### src/hdl/pool_pkg.sv
package pool_pkg;

    // activation stream geometry
    localparam int LANE_W       = 8;
    localparam int IN_LANES     = 24;
    localparam int OUT_LANES    = 12;
    localparam int NARROW_LANES = 6;    // lanes kept when wide mode is off
    localparam int COL_W        = 16;

    // feature-map RAM, one pooled beat per word
    localparam int FMAP_DEPTH = 256;
    localparam int FMAP_AW    = 8;
    localparam int FMAP_DW    = OUT_LANES * LANE_W;

    localparam int AXIL_AW = 16;
    localparam int AXIL_DW = 32;

    // register map
    localparam logic [AXIL_AW-1:0] REG_CTRL   = 16'h0000;
    localparam logic [AXIL_AW-1:0] REG_COL    = 16'h0004;
    localparam logic [AXIL_AW-1:0] REG_STATUS = 16'h0008;
    localparam logic [AXIL_AW-1:0] WIN_BASE   = 16'h1000;   // addr 11:4 word, 3:2 slice

    localparam logic [1:0] RESP_OKAY   = 2'b00;
    localparam logic [1:0] RESP_SLVERR = 2'b10;

    typedef logic [IN_LANES-1:0][LANE_W-1:0]  act_beat_t;
    typedef logic [OUT_LANES-1:0][LANE_W-1:0] pool_beat_t;

    typedef struct packed {
        logic       valid;
        logic       row_end;
        pool_beat_t data;
    } pool_out_t;

    typedef struct packed {
        logic             pool_en;
        logic             wide;
        logic [COL_W-1:0] col;
    } pool_cfg_t;

    typedef struct packed {
        logic               req;
        logic               we;
        logic [FMAP_AW-1:0] addr;
        logic [FMAP_DW-1:0] wdata;
    } fmap_req_t;

    typedef struct packed {
        logic               gnt;
        logic               rvalid;   // one cycle after a granted read
        logic [FMAP_DW-1:0] rdata;
    } fmap_rsp_t;

    typedef struct packed {
        logic                 awvalid;
        logic [AXIL_AW-1:0]   awaddr;
        logic                 wvalid;
        logic [AXIL_DW-1:0]   wdata;
        logic [AXIL_DW/8-1:0] wstrb;
        logic                 bready;
        logic                 arvalid;
        logic [AXIL_AW-1:0]   araddr;
        logic                 rready;
    } axil_req_t;

    typedef struct packed {
        logic               awready;
        logic               wready;
        logic               bvalid;
        logic [1:0]         bresp;
        logic               arready;
        logic               rvalid;
        logic [AXIL_DW-1:0] rdata;
        logic [1:0]         rresp;
    } axil_rsp_t;

endpackage

### src/hdl/max_pool.sv
`timescale 1ns/10ps

module max_pool (
    input  logic                clk,
    input  logic                rst_n,
    input  pool_pkg::pool_cfg_t cfg,
    input  logic                in_valid,
    input  pool_pkg::act_beat_t in_data,
    output pool_pkg::pool_out_t pool_out
);
    import pool_pkg::*;

    logic [COL_W-1:0] col_cnt;
    logic             last_beat;

    logic       s1_valid;
    logic       s1_odd;
    logic       s1_last;
    pool_beat_t s1_max;
    pool_beat_t even_buf;      // stage-2 hold for beat 2k
    logic       s2_valid;
    logic       s2_last;
    pool_beat_t s2_max;
    pool_beat_t masked;

    // horizontal max of each lane pair
    function automatic pool_beat_t pair_max(input act_beat_t beat);
        pool_beat_t res;
        for (int i = 0; i < OUT_LANES; i++)
        begin
            res[i] = (beat[2*i] > beat[2*i+1]) ? beat[2*i] : beat[2*i+1];
        end
        return res;
    endfunction

    // vertical max across two beats
    function automatic pool_beat_t beat_max(input pool_beat_t a, input pool_beat_t b);
        pool_beat_t res;
        for (int i = 0; i < OUT_LANES; i++)
        begin
            res[i] = (a[i] > b[i]) ? a[i] : b[i];
        end
        return res;
    endfunction

    // col 0 never reaches the last beat, the count just wraps
    assign last_beat = (col_cnt == cfg.col - 1'b1);

    always_ff @(posedge clk)
    begin
        if (!rst_n)
        begin
            col_cnt  <= '0;
            s1_valid <= 1'b0;
            s1_odd   <= 1'b0;
            s1_last  <= 1'b0;
            s2_valid <= 1'b0;
            s2_last  <= 1'b0;
        end
        else
        begin
            if (in_valid)
                col_cnt <= last_beat ? '0 : col_cnt + 1'b1;
            s1_valid <= in_valid && cfg.pool_en;
            s1_odd   <= col_cnt[0];
            s1_last  <= last_beat;
            // odd beat closes a pair, a lone even beat closes an odd row
            s2_valid <= s1_valid && (s1_odd || s1_last);
            s2_last  <= s1_valid && s1_last;
        end
    end

    always_ff @(posedge clk)
    begin
        s1_max <= pair_max(in_data);
        if (s1_valid && !s1_odd)
            even_buf <= s1_max;
        s2_max <= s1_odd ? beat_max(even_buf, s1_max) : s1_max;
    end

    always_comb
    begin
        masked = s2_max;
        for (int i = NARROW_LANES; i < OUT_LANES; i++)
        begin
            if (!cfg.wide)
                masked[i] = '0;
        end
    end

    // stage 3, shared with the single bypass register
    always_ff @(posedge clk)
    begin
        if (!rst_n)
        begin
            pool_out.valid   <= 1'b0;
            pool_out.row_end <= 1'b0;
        end
        else if (cfg.pool_en)
        begin
            pool_out.valid   <= s2_valid;
            pool_out.row_end <= s2_last;
        end
        else
        begin
            pool_out.valid   <= in_valid;
            pool_out.row_end <= in_valid && last_beat;
        end
    end

    always_ff @(posedge clk)
    begin
        pool_out.data <= cfg.pool_en ? masked : in_data[OUT_LANES-1:0];
    end

endmodule

### config.mk
export PLATFORM = sky130hd
export DESIGN_NAME = max_pool
export DESIGN_NICKNAME = d
export VERILOG_FILES = /design/src/hdl/pool_pkg.sv /design/src/hdl/max_pool.sv
export SDC_FILE = /design/constraint.sdc
export NUM_CORES = 1
export LEC_CHECK = 0
export BUFFER_PORTS_ARGS = -buffer_cell sky130_fd_sc_hd__buf_2
export CELL_PAD_IN_SITES_DETAIL_PLACEMENT = 1
export CELL_PAD_IN_SITES_GLOBAL_PLACEMENT = 2
export CORE_ASPECT_RATIO = 1.25
export CORE_UTILIZATION = 37
export CTS_CLUSTER_SIZE = 20
export DETAILED_ROUTE_END_ITERATION = 10
export PLACE_DENSITY = 0.82
export SYNTH_ARGS = -nofsm -noshare
export SYNTH_HDL_FRONTEND = slang
export SYNTH_SLANG_ARGS = --single-unit
### constraint.sdc
create_clock -name clk -period 6.4 [get_ports clk]
set_clock_uncertainty 0.2 [all_clocks]
set_input_delay 0.96 -clock clk [delete_from_list [all_inputs] [get_ports clk]]
set_output_delay 0.96 -clock clk [all_outputs]
set_load 0.05 [all_outputs]
After elaboration in Yosys (flattened, before gate mapping)
Index checks and enable logic that the tools add are counted.
{ "classes": {"add_sub_neg": 2, "n_lt_le_gt_ge": 24, "eq_ne": 1, "muxes": 34, "n_reduce_logical": 7} }
{ "ops": {"columns": ["op", "count"], "rows": [
  ["$mux 8", 30],
  ["$gt 8x8->1", 24],
  ["$mux 96", 2],
  ["$add 16x1->16 const B", 1],
  ["$eq 16x16->1", 1],
  ["$mux 16", 1],
  ["$sub 16x1->16 const B", 1],
  ["$logic_and 1x1->1", 5],
  ["$mux 2", 1],
  ["$logic_not 1->1", 1],
  ["$logic_or 1x1->1", 1]
]} }
{ "word_totals": {"reg_bits": 407, "input_bits": 213, "out_inout_bits": 98, "word_cells": 124} }

Depth between registers and ports, before layout
Gate-level depths: netlist of the first run.
{ "depth": {"ltp_word": 4, "mapped_depth": 10, "depth_no_buf": 9} }

Least setup slack after synthesis of the first run
OpenSTA, ideal clock, no wires.
{ "synth_timing": {"path_type": "register to register", "startpoint": "register s1_odd", "endpoint": "register even_buf[0] (netlist bit), enable pin", "setup_ns": 0.563, "arrival_ns": 4.759, "required_ns": 5.637, "path_slack_ns": 0.879, "stages_incl_launch_ff": 3, "path_buffers": 1, "synth_period_minus_slack_ns": 5.521, "path_cell_list": "dfxtp_1 clkbuf_1 nor2b_1"} }
{ "synth_via": {"elab_chain_cells": 2} }
{ "synth_lines": {"columns": ["item", "line_no", "rtl"], "rows": [
  ["from (decl)", "max_pool.sv:17", "logic s1_odd;"],
  ["from (signal assigned)", "max_pool.sv:65", "s1_odd <= col_cnt[0];"],
  ["$logic_not 1->1", "max_pool.sv:76", "if (s1_valid && !s1_odd)"],
  ["$logic_and 1x1->1", "max_pool.sv:76", null],
  ["to (signal assigned)", "max_pool.sv:77", "even_buf <= s1_max;"],
  ["to (decl)", "max_pool.sv:20", "pool_beat_t even_buf;"]
]} }
No other way between the ends.
A chain may end at the register's enable or synchronous reset.

Worst setup path in the final report of the first run
{ "layout_timing": {"startpoint": "input port cfg[0] (netlist bit)", "endpoint": "register col_cnt[2]"} }
{ "layout_via": {"elab_chain_cells": 3} }
{ "layout_lines": {"columns": ["item", "line_no", "rtl"], "rows": [
  ["from (decl)", "max_pool.sv:6", "input pool_pkg::pool_cfg_t cfg,"],
  ["$sub 16x1->16", "max_pool.sv:47", "assign last_beat = (col_cnt == cfg.col - 1'b1);"],
  ["$eq 16x16->1", "max_pool.sv:47", null],
  ["$mux 16", "max_pool.sv:63", "col_cnt <= last_beat ? '0 : col_cnt + 1'b1;"],
  ["to (signal assigned)", "max_pool.sv:63", null],
  ["to (decl)", "max_pool.sv:13", "logic [COL_W-1:0] col_cnt;"]
]} }
No other way between the ends.

==> impl.org, run 1 <==
** Logic synthesis
- Cells after Synth :: 1640
- In this run, distinct cell masters in the synthesized netlist total 48.
- Of the synthesized area, sequential elements account for 50.0%.
- Net Count, Synth :: 2047
- Dividing the synthesized area by the synthesized cell count gives 11.1 um^2.
- In this run, synthesis inferred 96 flip-flops with an integrated enable.
- Post-synthesis instance area :: 0.0182 mm^2
- FF+latch count, synth :: 407
- For this run, the leading register cell type out of synthesis is dfxtp_1.
- Ys Warns :: 0
- Of all flip-flops after synthesis, the portion carrying an async set or reset was 0%.

** Job
- The tool flagged a number of max-cap violations equal to 0.

** Critical path
- The worst setup path is launched from an input port.
- Arr. time, crit path :: 3560 ps
- Critical R2R Launch :: s1_odd$_SDFF_PN0_
- The worst register-to-register path ends at even_buf[79]$_DFFE_PP_.
- Worst Setup End Kind :: flip-flop
- Depth of the most critical reg-to-reg path :: 4
- Path type of the worst setup path :: input port to flip-flop
- Setup slack, reg-to-reg :: 3830 ps
- Cell at the slowest stage of the critical path :: or4b_1
- Required time at the worst-slack endpoint :: 6630 ps
- Following the worst setup path forward leads to its endpoint at col_cnt[2]$_SDFFE_PN0P_.
- Walking the worst path, the cells encountered are buf_2 -> inv_1 -> ha_1 -> or4b_1 -> or4_1 -> mux2i_1 -> o2111ai_1 -> a2111oi_4 -> nor3_1 -> o31a_1.
- In this run the worst path has a maximum fanout of 7.
- In this run the worst setup path begins at cfg[0].
- Peak per-stage delay on the critical path :: 510 ps

** STA
- Of the available clock period, the critical path in the final layout requires 52.1%.
- Final setup margin :: 3070 ps
- Setup repair after global routing missed its margin :: false
- Actual transition at the worst max-transition pin :: 990 ps
- The hold violation total from the final report came to 0.
- Headroom to the max-slew limit came out at 34.0%.
- The max-slew violation count was 0.
- The worst path in the final design needs a cycle of 3330 ps, including I/O delays and setup.
- Derived from the worst setup path, the maximum achievable clock frequency is 0.300 GHz.
- After routing, the total negative slack on setup checks comes to 0 ps.
- Setup-failing EPs final :: 0

** Layout
- Number of filler cells placed in the layout :: 5383
- Total Nets Final :: 2358
- Once layout is complete, the cells apart from fillers number 2631.
- Area delta synth->final :: 19.9%
- Layout cells sized above 1 :: 29.7%

** Power
- Internal cell power :: 0.00478 W
- The share of total power dissipated in sequential elements is 45.8%.
- Clock power share :: 37.8%
- Net switching is 27.1% of the power.
- Switching component of the power :: 0.00178 W
- Static Leakage :: 10.3 nW
- In this run the power density over the cells is 300 mW/mm^2.
- In this run, the combinational gates consume 16.4% of the power.
- Largest vdd supply drop :: 0.000156 V

** Clock network
- Clock sink total :: 407
- Buffers inserted during clock tree synthesis total 42.
- The tree is rooted in a clkbuf_16.
- The clock passes through at most 3 buffers.
- Clock-pin slew was measured on the worst setup and hold paths at 60 ps.
- Post-CTS Resized :: 0
- Worst-skew pair later-pin latency :: 540 ps
- After clock tree synthesis, the setup repair step added 0 buffers.
- Post-CTS Hold Buffers :: 0
- The H-tree was split into 2 levels.
- CTS tree :: built

** GRT
- Global-route wire length before repair :: 73700 um
- Global routing usage summed across all routing layers :: 18.3%
- After global routing the overflow that remains totals 0.
- Antenna violations before repair :: 0
- The number of global-route vias before repair came to 13820.
- Pin count of the biggest net entering global routing :: 57

** Status
- The run finished with clean final reports.

** Route
- The first routing iteration left 364 violations.
- Number of detailed-route iterations in the first pass :: 4
- Dividing the detail-routed wire length by the instance count gives 17.4 um.
- Number of nets with antenna violations after detailed routing :: 0
- WL final :: 45900 um
- For this run, design rule violations remaining after detail routing come to 0.
- In the routed layout, each cell is associated on average with a via count of 4.86.
- Vias after detailed routing :: 12785

** Die
- The die is 200 um wide.
- Standard-cell row count :: 90
- The core region is 0.0484 mm^2.
- Pin placement for this block handled 311 I/O pins.
- The die covers 0.0501 mm^2.
- For this configuration, the core starts out at a cell density of 37.6%.
- The die is 250 um tall.

** Placement
- Placed Instances :: 2551
- Setup slack at placement :: 2490 ps
- Weighted congestion at the end of routability-driven global placement :: 0.856
- The count of buffers added on input and output ports is 310.
- Post-DP HPWL :: 35400 um

** Hold path
- In this run the worst hold path is classified as flip-flop to flip-flop.
- Counting instances, the worst hold path has a depth of 2.
- The worst hold path begins at s2_max[61]$_DFF_P_.
## cell families (layout without fill, tap and decap cells)
logic type                 Yosys count  count (layout)  synth area share (%)
other                                0               2                     0
and+or+nand+nor                    260             260                  7.52
xor gates and xnor gates            27              27                  1.30
adders and majority gates          194             194                  13.3
AOI/OAI and AO/OA                  265             265                  8.91
muxes                              218             218                  13.3
buffers and inverters              269             614                  5.67
DFF                                407             407                  50.0
## metal layers
| layer | GRT usage [%] | routed length, um |
|---|---|---|
| met1 | 21.9 | 19700 |
| met3 | 2.86 | 1730 |
| met4 | 4.69 | 847 |
| met2 | 33.8 | 23700 |
| met5 | 0 | 0 |
## final cells by class
class	count	area, um^2	share of cell area [%]
antenna	2	5.00	0.0229
clock buffer	54	1210	5.54
clock inverter	24	211	0.968
inverter	221	830	3.80
multi-input combinational	964	8090	37.0
sequential	407	9110	41.7
tap	644	806	3.69
timing repair buffer	315	1590	7.28
## sequential cells by signal (all words and copies together) (netlist names), 16 cells and up
| name | flops |
|---|---|
| pool_out | 98 |
| even_buf | 96 |
| s1_max | 96 |
| masked | 48 |
| s2_max | 48 |
| col_cnt | 16 |
## how the worst min path moves through the flow
stage	slack, ps	end
global route	250	pool_out[63]$_DFF_P_
CTS	240	pool_out[61]$_DFF_P_
detailed placement	220	pool_out[54]$_DFF_P_
global placement	210	pool_out[75]$_DFF_P_
finish	230	pool_out[61]$_DFF_P_
floorplan	200	pool_out[48]$_DFF_P_
## Yosys cell counts, types with 2 or more instances
cell	instances	area, um^2
nor2b_1	31	194
edfxtp_1	96	2880
and3_1	6	37.5
a31oi_1	2	12.5
nor3b_1	3	22.5
o211a_1	13	130
nand3_1	9	45.0
nand4_1	51	319
nand2b_1	25	156
xor2_1	6	52.6
o21a_1	14	105
o2111ai_1	2	17.5
nor4_1	3	18.8
or3_1	3	18.8
and2_2	3	22.5
o21ai_0	125	626
nand3b_1	3	22.5
mux2i_1	26	260
nand2_1	81	304
clkbuf_1	45	169
mux2_2	192	2160
nor3_1	9	45.0
dfxtp_1	311	6230
ha_1	194	2430
nor2_1	24	90.1
xnor2_1	21	184
a21boi_0	3	22.5
inv_1	221	830
or4_1	2	15.0
a21o_1	48	360
a21oi_1	50	250
and2_1	2	12.5
## critical path, delay by kind of cell
kind / cells / cell delay (ps)
AO/OA/AOI/OAI: 3 / 920
buffers and inverters: 2 / 190
AND/OR/NAND/NOR: 3 / 1090
multiplexers: 1 / 180
adder cells (fa/ha/maj): 1 / 220
## power by group through the flow
stage / Clock (W) / Sequential, W / Combinational (W)
finish: 0.00248 / 0.00300 / 0.00107
global route: 0.00266 / 0.00303 / 0.00119
CTS: 0.00256 / 0.00301 / 0.00110
detailed placement: 0 / 0.00306 / 0.00108
global placement: 0 / 0.00305 / 0.00105
floorplan: 0 / 0.00324 / 0.000538
## cells in the final DEF (no fill, tap or decap), drive strengths merged, types with 3 or more instances in the layout
master,instances
a21boi,3
a21o,48
a21oi,50
and2,5
and3,6
buf,315
bufinv,3
clkbuf,54
clkinv,19
dfxtp,311
edfxtp,96
ha,194
inv,221
mux2,192
mux2i,26
nand2,81
nand2b,25
nand3,9
nand3b,3
nand4,51
nor2,24
nor2b,31
nor3,9
nor3b,3
nor4,3
o211a,13
o21a,14
o21ai,125
or3,4
or4,3
xnor2,21
xor2,6
## per-stage QoR
step	instance area (um^2)	hold WS [ps]	util, %	power [W]
after floorplan	18200	201	-	0.00378
after global placement	20400	213	42.2	0.00410
after detailed placement	20400	217	42.2	0.00414
after CTS	21800	235	45.1	0.00666
after global routing	21800	250	45.1	0.00688
final	21800	228	45.1	0.00656
No activity file was read; power rests on OpenSTA's default activity.
==> run 2: changes to the inputs <==
--- a/config.mk
+++ b/config.mk
@@ -9,10 +9,10 @@
 export CELL_PAD_IN_SITES_DETAIL_PLACEMENT = 1
 export CELL_PAD_IN_SITES_GLOBAL_PLACEMENT = 2
 export CORE_ASPECT_RATIO = 1.25
-export CORE_UTILIZATION = 37
+export CORE_UTILIZATION = 33
 export CTS_CLUSTER_SIZE = 20
 export DETAILED_ROUTE_END_ITERATION = 10
-export PLACE_DENSITY = 0.82
+export PLACE_DENSITY = 0.77
 export SYNTH_ARGS = -nofsm -noshare
 export SYNTH_HDL_FRONTEND = slang
 export SYNTH_SLANG_ARGS = --single-unit
==> constraint.sdc (replaced) <==
create_clock -name clk -period 2.8 [get_ports clk]
set_clock_uncertainty 0.2 [all_clocks]
set_input_delay 0.42 -clock clk [delete_from_list [all_inputs] [get_ports clk]]
set_output_delay 0.42 -clock clk [all_outputs]
set_load 0.05 [all_outputs]
==> run 2 against run 1 <==
Via count up 9.2%. Critical path depth unchanged. The run now ends with setup timing left. Total power up 140%. Global-route usage down 0.11 points. Clock-buffer cell count up 1. Hold slack worse by 180 ps. Cell count up 13%. Final area up 12%. Combinational power rose to 2.7 times the previous value. First-iteration DRC count up 1.1%.
==> impl.org, run 2 (synthesis results as in run 1) <==
** Critical path
- Arr. time, crit path :: 3080 ps
- Counting cells, the worst reg-to-reg path comes to 9.
- In this run the register-to-register setup slack is 320 ps.
- Worst Setup End Kind :: flip-flop
- The setup path with the least slack is of type input port to flip-flop.
- The worst register-to-register path begins at s1_max[1]$_DFF_P_.
- Required time at the worst-slack endpoint :: 3040 ps
- Among all stages on the critical path, the largest delay is contributed by dlygate4sd3_1.
- Critical path cell sequence :: dlygate4sd3_1 -> buf_2 -> ha_1 -> a21o_1 -> a21o_1 -> a21oi_1 -> o21ai_1 -> o21a_2 -> mux2_2 -> dlygate4sd3_1
- End of the worst register-to-register path :: masked[6]$_DFF_P_
- The worst setup path is launched from an input port.
- The largest single stage delay on the critical path is 540 ps.
- Along the worst path, the maximum fanout reaches 5.

** Die
- For this design the top-level I/O count stands at 311.
- Floorplan Core Area :: 0.0542 mm^2
- Measured along the y axis, the die boundary spans 265 um.
- The initial utilization of the core area, before any placement, comes to 33.6%.
- Die width :: 212 um
- Standard-cell row count :: 95
- Die Footprint :: 0.0562 mm^2

** Status
- The final reports fail on setup timing.
- The run finished, with violations left.

** Route
- Top Metal Used :: met5
- For this run, design rule violations remaining after detail routing come to 0.
- After detailed routing, the met3 layer carries 2160 um of wire.
- Number of detailed-route iterations in the first pass :: 4
- Vias after detailed routing :: 13966
- Wire length per cell after detailed routing :: 17.2 um
- In the detailed route, the total length drawn on met2 is 25800 um.
- Via-per-instance ratio :: 4.70
- Number of nets with antenna violations after detailed routing :: 0
- The detailed router finished its first iteration with 368 violations.
- DRT met1 WL :: 21500 um
- WL final :: 51100 um

** STA
- Setup repair after global routing missed its margin :: true
- Static timing analysis puts the maximum clock frequency at 0.352 GHz.
- The max-slew violation count was 0.
- Setup-failing EPs final :: 3
- Final setup margin :: -42.5 ps
- At the pin with the least slew margin, the transition time is 506 ps.
- Time the final worst path needs with I/O delays and setup :: 2840 ps
- Worst slew slack as a fraction of its limit :: 66.3%
- Share of the clock period used by the worst path after layout :: 102%
- The hold violation total from the final report came to 0.

** Clock network
- Total clock buffers created by CTS :: 43
- In this run the deepest clock path goes through 3 buffers.
- Clock-pin slew was measured on the worst setup and hold paths at 60 ps.
- The clock tree synthesis step divided the H-tree into 2 levels.
- Clock sink total :: 407
- CTS tree :: built
- The cell sitting at the root of the clock tree is a clkbuf_16.
- Worst-skew pair later-pin latency :: 560 ps

** Layout
- More flip-flops sit in one register than any other, and that register is pool_out.
- Layout cells sized above 1 :: 29.2%
- The register with the most flip-flops in the layout has 98 of them.
- Post-layout instance count excluding filler cells :: 2971
- Biggest registers after layout :: pool_out x98, even_buf x96, s1_max x96
- In the final layout, flip-flops and latches occupy 0.00911 mm^2.
- Total area of multi-input combinational cells :: 0.00815 mm^2
- Leaving out fill and tap cells, the most frequent cell in the layout is dfxtp_1.
- Area delta synth->final :: 34.9%
- Cell area after layout :: 0.0246 mm^2
- In the layout the commonest cells are dfxtp_1, buf_2, inv_1.
- Total Nets Final :: 2616
- Number of filler cells placed in the layout :: 6000

** GRT
- Global-route wire length before repair :: 80600 um
- Antenna violations before repair :: 3
- Total global routing overflow :: 0
- The number of global-route vias before repair came to 15531.
- Pin count of the biggest net entering global routing :: 54
- Global routing usage summed across all routing layers :: 18.2%

** Placement
- Instance area after placement :: 0.0208 mm^2
- Count of buffers inserted at the top-level ports :: 310
- Post-DP HPWL :: 36600 um
- Placed Instances :: 2659
- Routability-driven placement finished with a final weighted congestion of 0.819.

** Hold path
- Worst Hold End :: pool_out[26]$_DFF_P_
- Worst min-delay path startpoint :: in_data[26]
- Type of the worst min-delay path :: input port to flip-flop
- Cell depth of the worst min-delay path :: 3

** Job
- Max-capacitance violation count :: 0

** Power
- Static Leakage :: 11.5 nW
- The worst-case IR drop observed on VDD is 0.000358 V.
- In this run the power density over the cells is 637 mW/mm^2.
- Pwr Total :: 0.0156 W
[run 2: cell types whose count changed in the layout (fill, tap and decap cells not counted), moves of 6 or more]
cell           change
o21ai_0            -6
o21a_2             +9
buf_4             +43
o21ai_1            +6
dlygate4sd3_1    +210
o21a_1             -9
[run 2: cell type report]
| class | instances | share of cell area (%) |
|---|---|---|
| antenna | 1 | 0.0102 |
| clock buffer | 55 | 5.15 |
| clock inverter | 24 | 0.871 |
| inverter | 221 | 3.45 |
| multi-input combinational | 964 | 33.2 |
| sequential | 407 | 37.1 |
| tap | 727 | 3.70 |
| timing repair buffer | 572 | 16.6 |
[run 2: power by group]
group / switching, W / leakage (nW) / internal [W]
Sequential: 0.000254 / 3.49 / 0.00660
Clock: 0.00242 / 0.742 / 0.00349
Combinational: 0.00160 / 7.29 / 0.00129
[run 2: what timing repair did]
| item | CTS | global route |
|---|---|---|
| resized for setup | 0 | 23 |
| hold endpoints to repair | 193 | 1 |
| setup endpoints to repair | 0 | 33 |
| hold buffers | 211 | 2 |
| setup buffers | 0 | 20 |
[run 2: worst max-delay path by stage]
stage | end | startpoint | slack, ps | cells after the start
3_3_place_gp | col_cnt[2]$_SDFFE_PN0P_ | cfg[0] | -280 | 11
5_1_grt | s1_max[92]$_DFF_P_ | in_data[181] | -70 | 10
4_1_cts | s1_max[54]$_DFF_P_ | in_data[96] | 3 | 12
3_5_place_dp | col_cnt[2]$_SDFFE_PN0P_ | cfg[0] | -310 | 11
2_1_floorplan | col_cnt[2]$_SDFFE_PN0P_ | cfg[0] | -20 | 9
6_report | s1_max[94]$_DFF_P_ | in_data[181] | -40 | 10
[run 2: worst max-delay path, delay by kind of cell]
family | cells | cell delay (ps)
buffers and inverters | 3 | 1210
AO/OA/AOI/OAI | 5 | 850
adder cells (fa/ha/maj) | 1 | 320
multiplexers | 1 | 270
[run 2: layer usage]
layer,global-route usage [%],vias up
li1,-,6832
met1,21.0,6730
met2,32.8,295
met3,3.54,105
met4,6.72,4
met5,0,-
[run 2: metrics by stage]
stage | hold WS, ps | setup TNS [ps] | utilization, % | worst slack (ps)
after floorplan | 201 | -117 | - | -21.4
after global routing | 19.2 | -317 | 45.3 | -73.8
after global placement | 211 | -3600 | 38.3 | -281
after detailed placement | 217 | -4260 | 38.3 | -306
final | 47.3 | -84.8 | 45.3 | -42.5
after CTS | 12.6 | 0 | 45.0 | 2.56
